<file path="src/dct_pkg.sv">
// widths, pixel and coefficient types, row structs, cosine table, credit depths
`default_nettype none

package dct_pkg;

    // data widths
    localparam int PIX_W  = 8;
    localparam int COEF_W = 11;
    localparam int COS_W  = 7;
    localparam int IDX_W  = 4;

    // points per row
    localparam int ROW_LEN = 16;

    // sender credits after reset, two row buffers worth
    localparam int IN_CREDITS = 32;
    // coefficient credits held after reset
    localparam int OUT_CREDITS = 4;

    typedef logic        [PIX_W-1:0]  pixel_t;
    typedef logic signed [COEF_W-1:0] coef_t;
    typedef logic        [COS_W-1:0]  cos_t;
    typedef logic        [IDX_W-1:0]  coef_idx_t;

    // sqrt(2/16) * cos(k*pi/32) in 1.6 format, k = 1..15
    // C8 also stands in for C0
    localparam cos_t COS_TABLE [1:15] = '{
        7'd23, 7'd22, 7'd22, 7'd21, 7'd20, 7'd19, 7'd17, 7'd16,
        7'd14, 7'd13, 7'd11, 7'd9,  7'd7,  7'd4,  7'd2
    };

    // pixel 0 sits in the top byte
    typedef struct packed {
        pixel_t [0:ROW_LEN-1] pix;
    } pixel_row_t;

    // coefficient 0 sits in the top 11 bits
    typedef struct packed {
        coef_t [0:ROW_LEN-1] coef;
    } coef_row_t;

endpackage

`default_nettype wire

</file>
<file path="src/pixel_row_collector.sv">
// pixel_row_collector: pixel stream into two row buffers, row handshake, input credit return
`default_nettype none

module pixel_row_collector import dct_pkg::*; (
    input  logic       clk,
    input  logic       reset,
    input  logic       pix_valid,
    input  pixel_t     pix_data,
    output logic       in_credit,
    output pixel_row_t row_in,
    output logic       row_in_valid,
    input  logic       row_in_ready
);

    localparam int PEND_W = $clog2(IN_CREDITS + 1);

    pixel_row_t        row_buf [2];
    logic [1:0]        full_q;
    logic              fill_sel;
    logic              rd_sel;
    coef_idx_t         wr_pos;
    logic [PEND_W-1:0] pend_cnt;
    logic              last_pix;
    logic              row_xfer;

    assign last_pix = pix_valid && (wr_pos == coef_idx_t'(ROW_LEN - 1));

    // oldest full buffer goes to the core
    assign row_in       = row_buf[rd_sel];
    assign row_in_valid = full_q[rd_sel];
    assign row_xfer     = row_in_valid && row_in_ready;

    // one credit per cycle while slots are pending
    assign in_credit = (pend_cnt != '0);

    // pixel storage
    always_ff @(posedge clk) begin
        if (pix_valid) begin
            row_buf[fill_sel].pix[wr_pos] <= pix_data;
        end
    end

    always_ff @(posedge clk) begin
        if (reset) begin
            full_q   <= '0;
            fill_sel <= 1'b0;
            rd_sel   <= 1'b0;
            wr_pos   <= '0;
            pend_cnt <= '0;
        end else begin
            if (pix_valid) begin
                wr_pos <= wr_pos + 1'b1;
            end
            // 16th pixel closes the row, switch to the other buffer
            if (last_pix) begin
                full_q[fill_sel] <= 1'b1;
                fill_sel         <= ~fill_sel;
            end
            if (row_xfer) begin
                full_q[rd_sel] <= 1'b0;
                rd_sel         <= ~rd_sel;
            end
            // freed slots return one by one
            pend_cnt <= pend_cnt + (row_xfer ? PEND_W'(ROW_LEN) : PEND_W'(0))
                        - PEND_W'(in_credit);
        end
    end

endmodule

`default_nettype wire

</file>
<file path="config.mk">
export PLATFORM = sky130hd
export DESIGN_NAME = pixel_row_collector
export DESIGN_NICKNAME = d
export VERILOG_FILES = /design/src/dct_pkg.sv /design/src/pixel_row_collector.sv
export SDC_FILE = /design/constraint.sdc
export NUM_CORES = 1
export LEC_CHECK = 0
export BUFFER_PORTS_ARGS = -buffer_cell sky130_fd_sc_hd__buf_2
export CORE_MARGIN = 2
export CORE_UTILIZATION = 30
export CTS_BUF_LIST = sky130_fd_sc_hd__clkbuf_8
export DETAILED_ROUTE_END_ITERATION = 6
export GPL_TIMING_DRIVEN = 0
export SLEW_MARGIN = 20
export SYNTH_ARGS = -nofsm -noshare
export SYNTH_HDL_FRONTEND = slang
export SYNTH_SLANG_ARGS = --single-unit
</file>
<file path="constraint.sdc">
create_clock -name clk -period 2.4 [get_ports clk]
set_input_delay 0.12 -clock clk [delete_from_list [all_inputs] [get_ports clk]]
set_output_delay 0.12 -clock clk [all_outputs]
set_load 0.1 [all_outputs]
</file>
==> metrics.txt <==
crit path cell chain buf_6 -> buf_6 -> mux2_2 -> buf_2; clk_skew 0.01631 ns; Final Hold Slack between 0.15 and 0.2 ns; nets@finish roughly 740; core area 33,700 um2; overall die width between 150 and 200 um; CP Capture Type output pin; Via density roughly 4.4; DP Wirelength 13,670 um; CTS tree built; Max Clk Rate 0.4706 GHz; Clock Sinks roughly 270; post-synthesis average cell area 19.46 um2; DR pass1 iterations 4; Synthesized Nets 554; DR WL/cell 18.74 um; final wirelength approximately 23,000 um; CP Data Required Time 2.28 ns; Top delay family on crit path buffers and inverters; most common cell in the netlist edfxtp_1; Area Growth Syn to Fin 21.03%; number of routed nets with antenna violations 0; Worst Path Max Fanout 10; PortBufs 140; Synth top area share 74.53%; die height 189.4 um; total CTS buffers 45; crit start category flop; post-synth top area cell edfxtp_1; initial antenna violation count 0; post-route setup TNS 0 ns; I/O pin total around 140; Yosys warning total 0; critical path depth 4; DR DRC count 0; EDFF count, synth 256; classification of the worst-slack hold path primary input to flop; reg2reg end pend_cnt[5]; FF-to-FF path depth 11; Setup CP Type flop to output pin; Clock transition at path regs 0.06 ns; Critical Path AT 2.00 ns; Cell Area, Synth 10,310 um2; dominant synthesized flop cell edfxtp_1; global-route wire length before repair about 32,000 um; total routing usage reported by global routing 12.32%; die area 35,880 um2; post-synthesis cell count 530; routed vias 5,245; fin area ~12,000 um2; GPL Wtd Cong 0.6785; CP Buf/Inv Count 3; slowest stage delay, CP around 0.38 ns; number of global-route vias before repair 5,317; largest net degree at the start of global routing 33; Crit path top cell by count buf_6; Worst setup endpoint row_in[52]; endpoints failing hold 0; antenna cells 0; htree depth 2; CTS Root Cell clkbuf_8; Lkg Pwr 4.392 nW; Max Cap Viol 0; Synth cell types 31; Final period util 88.53%; placed inst area 11,610 um2; RSZ-0062 raised after global routing false; CP max stage cell mux2_2; share of flip-flops with an asynchronous set or reset 0%; setup bufs post-CTS 0; Worst VDD drop approximately 620 uV; post-route minimum period 2.125 ns; clk_lat worst skew 0.54 ns; Seq/Total Area, Yosys roughly 77%; ratio of cells with drive above 1 in the final layout 46.82%; drt first-iter violations 294; Worst-Margin Slew 0.9114 ns; row count 67; reg-to-reg slack, setup 0.29 ns; synth top area cells edfxtp_1, mux2_2, dfxtp_1; most instantiated cells after synthesis edfxtp_1, mux2_2, nor2_1; maximum clock insertion buffer count 3; Setup violations, final 0; Inst Count DP roughly 1,100; Pwr per Cell Area between 700 and 800 nW/um2; Starting Density 30.61%; r2r startpoint pend_cnt[2]; Slew Limit Fails 0; Tot Pwr between 9 and 10 mW; synthesized flop and latch total ~270; Overflow after GRT 0; Max-slew headroom 39.01%; Layout Cells excl Fill 1,202; status finished clean
## cells in the final DEF (no fill, tap or decap), types with 3 or more instances in the layout
cell type      Yosys  routed
clkinv_2           0       3
and3_1            11      11
buf_2              1     141
and2_1             6       6
dlygate4sd3_1      0       3
nor2_1            26      26
mux2_2           130     130
clkinv_1           0      10
ha_1              11      10
nand2_1           12      11
a21oi_1            3       3
nor2b_1            4       4
buf_6             14      14
inv_1             11      26
xor2_1             4       4
dfxtp_1           15      15
nor3_2             0       4
nor3_1             7       3
edfxtp_1         256     256
clkbuf_8           0      47
clkinvlp_4         0       3
## flip-flops by register name, summed over array words and instances, names as in the netlist, named ones only
| signal | count |
|---|---|
| row_buf | 256 |
| pend_cnt | 6 |
| wr_pos | 4 |
| full_q | 2 |
| fill_sel | 1 |
| rd_sel | 1 |
## timing repair
item                                   CTS  global route
resized for setup                        0             0
hold buffers                             3             0
endpoints found under the hold margin   13             0
## report_power, final
group          total (mW)  switching [mW]  internal, mW
Sequential           5.29          0.0406          5.25
Clock                3.81            1.78          2.03
Combinational       0.782           0.545         0.236
Total                9.89            2.37          7.52
## layer usage
metal  global-route usage (%)  up-vias  wire (um)
met1                    16.03     2656      10040
met4                    3.578        0        410
met5                        0        -          0
met3                    2.762       34       1103
li1                         -     2418          -
met2                    20.64      137      10970
## through the flow
stage	setup slack, ns	utilization [%]
after global placement	-0.02788	34.38
final	0.2752	37.05
after CTS	0.2033	37.05
after floorplan	0.02568	-
after global routing	0.1025	37.05
after detailed placement	0.2282	34.44
## kinds of logic (layout without fill, tap and decap cells)
family                   Yosys count  after routing  synth area share (%)
XOR/XNOR                           6              6                0.5095
multiplexers                     131            131                 14.29
adder cells (fa/ha/maj)           12             12                 1.528
AND/OR/NAND/NOR                   72             72                 3.457
AO/OA/AOI/OAI                      8              8                0.5700
flip-flops                       271            271                 77.44
buffers and inverters             30            254                 2.207
## how the worst min path moves through the flow
stage / from / endpoint / slack (ns) / depth (start not counted)
2_1_floorplan: reset / pend_cnt[1] / 0.19 / 1
3_3_place_gp: reset / pend_cnt[1] / 0.38 / 2
3_5_place_dp: reset / pend_cnt[2] / 0.38 / 2
4_1_cts: pix_data[7] / row_buf[1][71] / 0.16 / 1
5_1_grt: pix_data[7] / row_buf[1][111] / 0.17 / 1
6_report: pix_data[0] / row_buf[0][24] / 0.19 / 1
## layout make-up
| type | instances | area, um2 |
|---|---|---|
| well taps | 448 | 560.5 |
| flip-flops and latches | 271 | 7988 |
| clock buffers | 47 | 646.9 |
| repair buffers | 143 | 730.7 |
| plain buffers | 19 | 186.4 |
| inverters | 11 | 41.29 |
| fillers | 3186 | 21220 |
| clock inverters | 34 | 200.2 |
| multi-input cells | 229 | 2131 |
Note: power is estimated with default switching activity, not from simulation.
