==> src/dct_pkg.sv <==
// widths, pixel and coefficient types, row structs, cosine table, credit depths
`default_nettype none

package dct_pkg;

    // data widths
    localparam int PIX_W  = 8;
    localparam int COEF_W = 11;
    localparam int COS_W  = 7;
    localparam int IDX_W  = 4;

    // points per row
    localparam int ROW_LEN = 16;

    // sender credits after reset, two row buffers worth
    localparam int IN_CREDITS = 32;
    // coefficient credits held after reset
    localparam int OUT_CREDITS = 4;

    typedef logic        [PIX_W-1:0]  pixel_t;
    typedef logic signed [COEF_W-1:0] coef_t;
    typedef logic        [COS_W-1:0]  cos_t;
    typedef logic        [IDX_W-1:0]  coef_idx_t;

    // sqrt(2/16) * cos(k*pi/32) in 1.6 format, k = 1..15
    // C8 also stands in for C0
    localparam cos_t COS_TABLE [1:15] = '{
        7'd23, 7'd22, 7'd22, 7'd21, 7'd20, 7'd19, 7'd17, 7'd16,
        7'd14, 7'd13, 7'd11, 7'd9,  7'd7,  7'd4,  7'd2
    };

    // pixel 0 sits in the top byte
    typedef struct packed {
        pixel_t [0:ROW_LEN-1] pix;
    } pixel_row_t;

    // coefficient 0 sits in the top 11 bits
    typedef struct packed {
        coef_t [0:ROW_LEN-1] coef;
    } coef_row_t;

endpackage

`default_nettype wire

==> src/coef_serializer.sv <==
// coef_serializer: two coefficient row buffers, in-order coefficient output, output credit count
`default_nettype none

module coef_serializer import dct_pkg::*; (
    input  logic      clk,
    input  logic      reset,
    input  coef_row_t row_out,
    input  logic      row_out_valid,
    output logic      row_out_ready,
    output logic      coef_valid,
    output coef_t     coef_data,
    output coef_idx_t coef_index,
    input  logic      out_credit
);

    localparam int CRED_W = $clog2(OUT_CREDITS + 1);

    coef_row_t         row_buf [2];
    logic [1:0]        full_q;
    logic              wr_sel;
    logic              rd_sel;
    coef_idx_t         rd_idx;
    logic [CRED_W-1:0] credit_cnt;
    logic              row_acc;
    logic              send;

    // accept whenever the next write buffer is free
    assign row_out_ready = !full_q[wr_sel];
    assign row_acc       = row_out_valid && row_out_ready;

    // one coefficient per cycle while a credit is held
    assign send       = full_q[rd_sel] && (credit_cnt != '0);
    assign coef_valid = send;
    assign coef_data  = row_buf[rd_sel].coef[rd_idx];
    assign coef_index = rd_idx;

    // coefficient row storage
    always_ff @(posedge clk) begin
        if (row_acc) begin
            row_buf[wr_sel] <= row_out;
        end
    end

    always_ff @(posedge clk) begin
        if (reset) begin
            full_q     <= '0;
            wr_sel     <= 1'b0;
            rd_sel     <= 1'b0;
            rd_idx     <= '0;
            credit_cnt <= CRED_W'(OUT_CREDITS);
        end else begin
            if (row_acc) begin
                full_q[wr_sel] <= 1'b1;
                wr_sel         <= ~wr_sel;
            end
            if (send) begin
                rd_idx <= rd_idx + 1'b1;
                // last index frees the buffer
                if (rd_idx == coef_idx_t'(ROW_LEN - 1)) begin
                    full_q[rd_sel] <= 1'b0;
                    rd_sel         <= ~rd_sel;
                end
            end
            credit_cnt <= credit_cnt + CRED_W'(out_credit) - CRED_W'(send);
        end
    end

endmodule

`default_nettype wire

==> config.mk <==
export PLATFORM = sky130hd
export DESIGN_NAME = coef_serializer
export DESIGN_NICKNAME = d
export VERILOG_FILES = /design/src/dct_pkg.sv /design/src/coef_serializer.sv
export SDC_FILE = /design/constraint.sdc
export NUM_CORES = 1
export LEC_CHECK = 0
export BUFFER_PORTS_ARGS = -buffer_cell sky130_fd_sc_hd__buf_2
export CAP_MARGIN = 5
export CORE_MARGIN = 1.5
export CORE_UTILIZATION = 45
export DETAILED_ROUTE_END_ITERATION = 8
export HOLD_SLACK_MARGIN = 0.12
export PLACE_DENSITY = 0.65
export SLEW_MARGIN = 30
export SYNTH_ARGS = -nofsm -noshare
export SYNTH_HDL_FRONTEND = slang
export SYNTH_SLANG_ARGS = --single-unit
==> constraint.sdc <==
create_clock -name clk -period 55.5 [get_ports clk]
set_clock_uncertainty 0.2 [all_clocks]
set_input_delay 16.65 -clock clk [delete_from_list [all_inputs] [get_ports clk]]
set_output_delay 16.65 -clock clk [all_outputs]
set_load 0.02 [all_outputs]
==> run summary, run 1 <==
Die W = 181 µm
crit path max-delay cell type = buf_4
clk root buf = clkbuf_16
hold endpoint = credit_cnt[2]$_SDFF_PP1_
Post-synth EDFFs = 352
most common cell after layout, fill and taps aside = edfxtp_1
final period utilization = 0.370
WS Path Type = flop to output port
Max Cap Viol = 0
P_leak = 0.00560 µW
grt peak-use layer = met2
first-pass GRT wire length = 46200 µm
routed len/inst = 22.1 µm
layout cell share with drive strength beyond 1 = 0.269
DRC viols = 0
IO Pins = 197
Least-Margin Pin Slew = 944 ps
register bit total from synthesis = 364
CP Max Fanout = 63
Hold/Removal Path Class = flop to flop
crit path launch type = flop
via count = 7721
CTS tree = yes
Post-synth top flop = edfxtp_1
ys async rst share = 0
flop2flop setup slack = 52000 ps
met3 GRT Util = 0.0454
Hold-fix buffers, CTS = 0
Clock transition at path regs = 60 ps
crit path DAT = 3660 ps
WHS Path Cells = 2
R2R cell count = 3
reg-to-reg endpoint = row_buf[1][83]$_DFFE_PP_
Via density = 5.36
most frequent cells in the layout = edfxtp_1 (352), buf_2 (196), mux2i_1 (178)
distinct cell type count after synthesis = 33
Fmax = 0.0488 GHz
register area share after synthesis = 0.757
vias in the first global route = 7834
P per Cell Area = 37.7 nW/µm²
total CTS buffers = 38
FP Rows = 65
Final Hold Vio Count = 0
crit-path leading delay family = buffers and inverters
GRT Overall Usage = 0.191
antenna-violating nets left = 0
pin count of the biggest net entering global routing = 176
CP bufs+invs = 3
final wirelength = 31800 µm
Overall Power = 636 µW
RSZ-0062 raised after global routing = no
grt ovf = 0
Post-Syn Nets = 981
PortBufs = 196
synth-to-layout area growth = 18.1%
Multi-input gate area = 3110 µm²
post-synthesis cell area = 14300 µm²
post_cts resized = 0
most frequent cell on the critical path = nand3_1
worst path cell trace = buf_6 > buf_4 > mux2i_1 > a22oi_1 > nand3_1 > nand3_1 > buf_2
Post-Synthesis Cells = 798
Worst slew margin = 0.371
starting density of the core = 0.455
core area = 31400 µm²
setup violators final = 0
Worst R2R Start = full_q[1]$_SDFF_PP0_
Max clock buf depth = 3
routability cong. = 0.772
Filler cells = 2540
synthesis warning total = 0
worst skew pair latency = 510 ps
slowest stage delay, CP = 790 ps
TNS Setup = 0 ps
WP data required = 38650 ps
Peak supply drop = 0.0270 mV
Reg area = 10800 µm²
M2 GR Usage = 0.320
met1 usage = 0.253
Slew Viols, Final = 0
Final HPWL DP = 19800 µm
status = completed
Die H = 181 µm
Initial DRT Pass Iterations = 5
NumNets Final = 1184
Syn Area/Cell = 17.9 µm²
htree depth = 2
fin crit period = 20510 ps
post-CTS setup repair buffer count = 0
hold wc startpoint = credit_cnt[1]$_SDFF_PP0_
Crit. End Element = output port
CTS sink cnt = 364
initial antenna violation count = 12
Die Area = 32800 µm²
DRT iter0 DRCs = 584
## logic make-up (layout without fill, tap and decap cells)
family,Yosys count,in the layout,synth area share
other,0,7,0
adders and majority gates,3,3,0.00316
DFF,364,364,0.757
buffers and inverters,49,282,0.0266
AOI/OAI and AO/OA,103,103,0.0515
and+or+nand+nor,95,95,0.0329
xor gates and xnor gates,6,6,0.00368
muxes,178,178,0.125
## final cells by class
class	instances	share of cell area
clock inverter	23	0.0124
tap	402	0.0298
antenna	7	0.00104
inverter	3	0.000668
sequential	364	0.642
timing repair buffer	209	0.0673
multi-input combinational	385	0.185
clock buffer	47	0.0622
## metrics by stage
step,instance area [µm²],cells,hold slack (ps),utilization,worst slack (ps)
2_1_floorplan,14300,798,287,-,24320
3_3_place_gp,15500,1361,303,0.494,34720
3_5_place_dp,15500,1362,316,0.495,35450
4_1_cts,16800,1432,324,0.535,34900
5_1_grt,16800,1435,338,0.536,34750
6_report,16900,1440,318,0.537,34990
## how the worst max path moves through the flow
stage,cells past startpoint,from,end,slack [ps]
2_1_floorplan,2,row_out_valid,full_q[0]$_SDFF_PP0_,24320
4_1_cts,7,flop,coef_data[2],34900
3_3_place_gp,7,flop,coef_data[2],34720
6_report,7,flop,coef_data[2],34990
5_1_grt,7,flop,coef_data[2],34750
3_5_place_dp,7,flop,coef_data[2],35450
## cell usage after synthesis (3+ instances only)
cell type / number / area (µm²)
nand3_1: 23 / 115
buf_2: 16 / 80.1
buf_6: 11 / 124
a22o_1: 22 / 193
a22oi_1: 44 / 330
inv_1: 3 / 11.3
dfxtp_1: 12 / 240
a31oi_1: 11 / 68.8
nor3_1: 12 / 60.1
nor2_1: 7 / 26.3
buf_4: 9 / 67.6
clkbuf_1: 6 / 22.5
buf_12: 3 / 60.1
nand2_1: 27 / 101
nor2b_1: 5 / 31.3
mux2i_1: 178 / 1780
xnor2_1: 4 / 35.0
nand4_1: 12 / 75.1
edfxtp_1: 352 / 10600
a21oi_1: 23 / 115
## where the power goes
| part | internal [µW] | switching, µW | total, µW |
|---|---|---|---|
| Clock | 153 | 101 | 253 |
| Combinational | 19.1 | 36.4 | 55.5 |
| Sequential | 322 | 4.77 | 327 |
## routing by layer
layer	vias up	share of wire
li1	3596	-
met1	3800	0.42
met2	260	0.49
met3	57	0.074
met4	8	0.016
met5	-	0.0014
## worst min-delay path, cell delays in order (launching register included)
cell     delay, ps
dfxtp_1        360
xnor2_1         80
nand2_1         50
## flip-flops by register name (all words and copies together) (netlist names), named ones only
name and count:
row_buf 352, coef_index 4, credit_cnt 3, full_q 2
rd_sel 1, wr_sel 1
Power figures use the tool's default switching activity.
==> inputs of run 2 (changes only) <==
--- a/config.mk
+++ b/config.mk
@@ -5,6 +5,7 @@
 export SDC_FILE = /design/constraint.sdc
 export NUM_CORES = 1
 export LEC_CHECK = 0
+export ABC_AREA = 1
 export BUFFER_PORTS_ARGS = -buffer_cell sky130_fd_sc_hd__buf_2
 export CAP_MARGIN = 5
 export CORE_MARGIN = 1.5
==> constraint.sdc (replaced) <==
create_clock -name clk -period 20.9 [get_ports clk]
set_clock_uncertainty 0.2 [all_clocks]
set_input_delay 6.27 -clock clk [delete_from_list [all_inputs] [get_ports clk]]
set_output_delay 6.27 -clock clk [all_outputs]
set_load 0.02 [all_outputs]
==> run 2 against run 1 <==
  * Synthesized cell count up 58%
  * Die area rose by 3.6%
  * Flip-flop and latch count stayed put
  * Sequential share of layout area is 1.2 points lower
  * Clock power rose to 2.5 times the previous value
  * Cell area rose by 2.0%
  * Worst setup slack got worse by 24000 ps
  * Sequential power rose to 2.7 times the previous value
  * Routed wire length grew 16%
  * Combinational power grew to 3.6 times the previous value
  * First-iteration DRC count is 100% higher
  * Non-clock buffer count is 3 lower
  * Largest power group unchanged
==> run summary, run 2 <==
flop2flop setup slack = 18100 ps
Post-Synthesis Cells = 1257
top cell type's share of synthesized area = 0.715
Finished Layout Cells = 1901
crit path launch type = flop
Max clock buf depth = 3
Crit. End Element = output port
Die Area = 34000 µm²
placed cell area = 16000 µm²
max reg flops = 352
post_cts resized = 0
WP data required = 14430 ps
Max Cap Viol = 0
via count = 9818
layout cell share with drive strength beyond 1 = 0.183
Final Cell Area = 17200 µm²
R2R cell count = 5
post-synthesis cell area = 14800 µm²
Overall Power = 1710 µW
Final HPWL DP = 23300 µm
setup violators final = 0
Fmax = 0.0975 GHz
ys async rst share = 0
total CTS buffers = 40
largest reg by FF count = row_buf
worst skew pair latency = 520 ps
fin worst setup slack = 10650 ps
Initial DRT Pass Iterations = 7
Die W = 184 µm
Hold/Removal Path Class = flop to flop
WS Path Type = flop to output port
Hold-fix buffers, CTS = 0
hold wc startpoint = rd_sel$_SDFFE_PP0P_
Post-synth top flop = edfxtp_1
hold endpoint = rd_sel$_SDFFE_PP0P_
FP Rows = 66
GRT Overall Usage = 0.221
top post-synthesis cells by area = edfxtp_1 (71%), nand2_1 (13%), nand3_1 (9.0%)
clk root buf = clkbuf_16
synthesis warning total = 0
register bit total from synthesis = 364
vias in the first global route = 9378
fin crit period = 10250 ps
Post-synth EDFFs = 352
Slew Viols, Final = 0
P_leak = 0.00666 µW
RSZ-0062 raised after global routing = no
CP Max Fanout = 45
htree depth = 2
WHS Path Cells = 2
DRT iter0 DRCs = 1178
Least-Margin Pin Slew = 900 ps
final wirelength = 37000 µm
Syn Area/Cell = 11.8 µm²
distinct cell type count after synthesis = 23
IO Pins = 197
routed len/inst = 19.5 µm
register area share after synthesis = 0.731
Worst slew margin = 0.399
dpl ws = 11210 ps
dpl cells = 1831
Via density = 5.16
pin count of the biggest net entering global routing = 103
PortBufs = 196
routability cong. = 0.805
Die H = 184 µm
post-CTS setup repair buffer count = 0
initial antenna violation count = 2
Final Hold Vio Count = 0
Clock transition at path regs = 60 ps
CTS sink cnt = 364
Filler cells = 2752
antenna-violating nets left = 0
status = completed
most frequent cells in the layout = nand2_1 (505), edfxtp_1 (352), nand3_1 (265)
count leader, synth = nand2_1
P per Cell Area = 99.7 nW/µm²
commonest cells in the synthesized netlist = nand2_1 (505), edfxtp_1 (352), nand3_1 (265)
Peak supply drop = 0.0604 mV
most common cell after layout, fill and taps aside = nand2_1
starting density of the core = 0.456
grt ovf = 0
Worst R2R Start = coef_index[2]$_SDFFE_PP0P_
CTS tree = yes
crit path DAT = 3780 ps
DRC viols = 0
core area = 32500 µm²
final period utilization = 0.491
Post-Syn Nets = 1440
TNS Setup = 0 ps
first-pass GRT wire length = 55500 µm
largest area contributor in the netlist = edfxtp_1
NumNets Final = 1614
synth-to-layout area growth = 16.2%
==> run 2: changes by cell type in the layout (fill, tap and decap cells not counted), sizes merged, moves of 10 or more <==
cell / delta
nand2: +478
nand3: +242
mux2i: -178
a22oi: -44
a22o: -22
a21oi: -19
inv: +14
nand4: -11
nor3: -10
==> run 2: kinds of logic after synthesis <==
group	share of synthesized area
compound gates	0.00457
xor+xnor	0.00118
fa+ha+maj	0.00305
buf+inv	0.0383
flops	0.731
simple gates	0.222
==> run 2: layout make-up <==
class / count / area (µm²) / share of cell area
multi-input cells: 803 / 3430 / 0.199
well taps: 442 / 553 / 0.0322
clock inverters: 21 / 144 / 0.00837
inverters: 16 / 65.1 / 0.00379
diodes: 2 / 5.00 / 0.000291
repair buffers: 206 / 1120 / 0.0655
clock buffers: 47 / 1050 / 0.0610
flip-flops and latches: 364 / 10800 / 0.630
==> run 2: per-stage QoR <==
step                      hold slack (ps)   util
after floorplan                       293      -
after global placement                320  0.491
after global routing                  375  0.530
after CTS                             342  0.529
after detailed placement              332  0.493
final                                 352  0.530
==> run 2: worst max-delay path: stages, from the launching register on <==
cell	delay (ps)
dfxtp_4	690
clkinv_2	820
buf_4	590
nand3_1	180
nand3_1	150
nand2_1	230
nand2_1	110
nand2_1	130
nand2_1	60
nand2_1	90
buf_2	160
==> run 2: where the power goes <==
part | total [µW] | internal (µW) | switching (µW) | leakage, µW
registers | 871 | 855 | 15.4 | 0.00338
logic | 199 | 59.5 | 139 | 0.00272
clock network | 644 | 371 | 273 | 0.000571
total | 1710 | 1290 | 428 | 0.00666
==> run 2: worst max path at each step <==
stage	from	end	slack, ps	depth (start not counted)
finish	coef_index[0]$_SDFFE_PP0P_	coef_data[1]	10650	10
global route	coef_index[0]$_SDFFE_PP0P_	coef_data[4]	10440	10
detailed placement	coef_index[0]$_SDFFE_PP0P_	coef_data[7]	11210	10
floorplan	row_out_valid	row_buf[1][0]$_DFFE_PP_	1520	2
global placement	coef_index[0]$_SDFFE_PP0P_	coef_data[9]	11220	10
CTS	coef_index[0]$_SDFFE_PP0P_	coef_data[7]	10650	10
==> run 2: metal layers <==
metal / up-vias / global-route usage / share of wire
li1: 4717 / - / -
met1: 4675 / 0.317 / 0.44
met2: 374 / 0.339 / 0.46
met3: 52 / 0.0488 / 0.075
met4: 0 / 0.0590 / 0.022
met5: - / 0 / 0
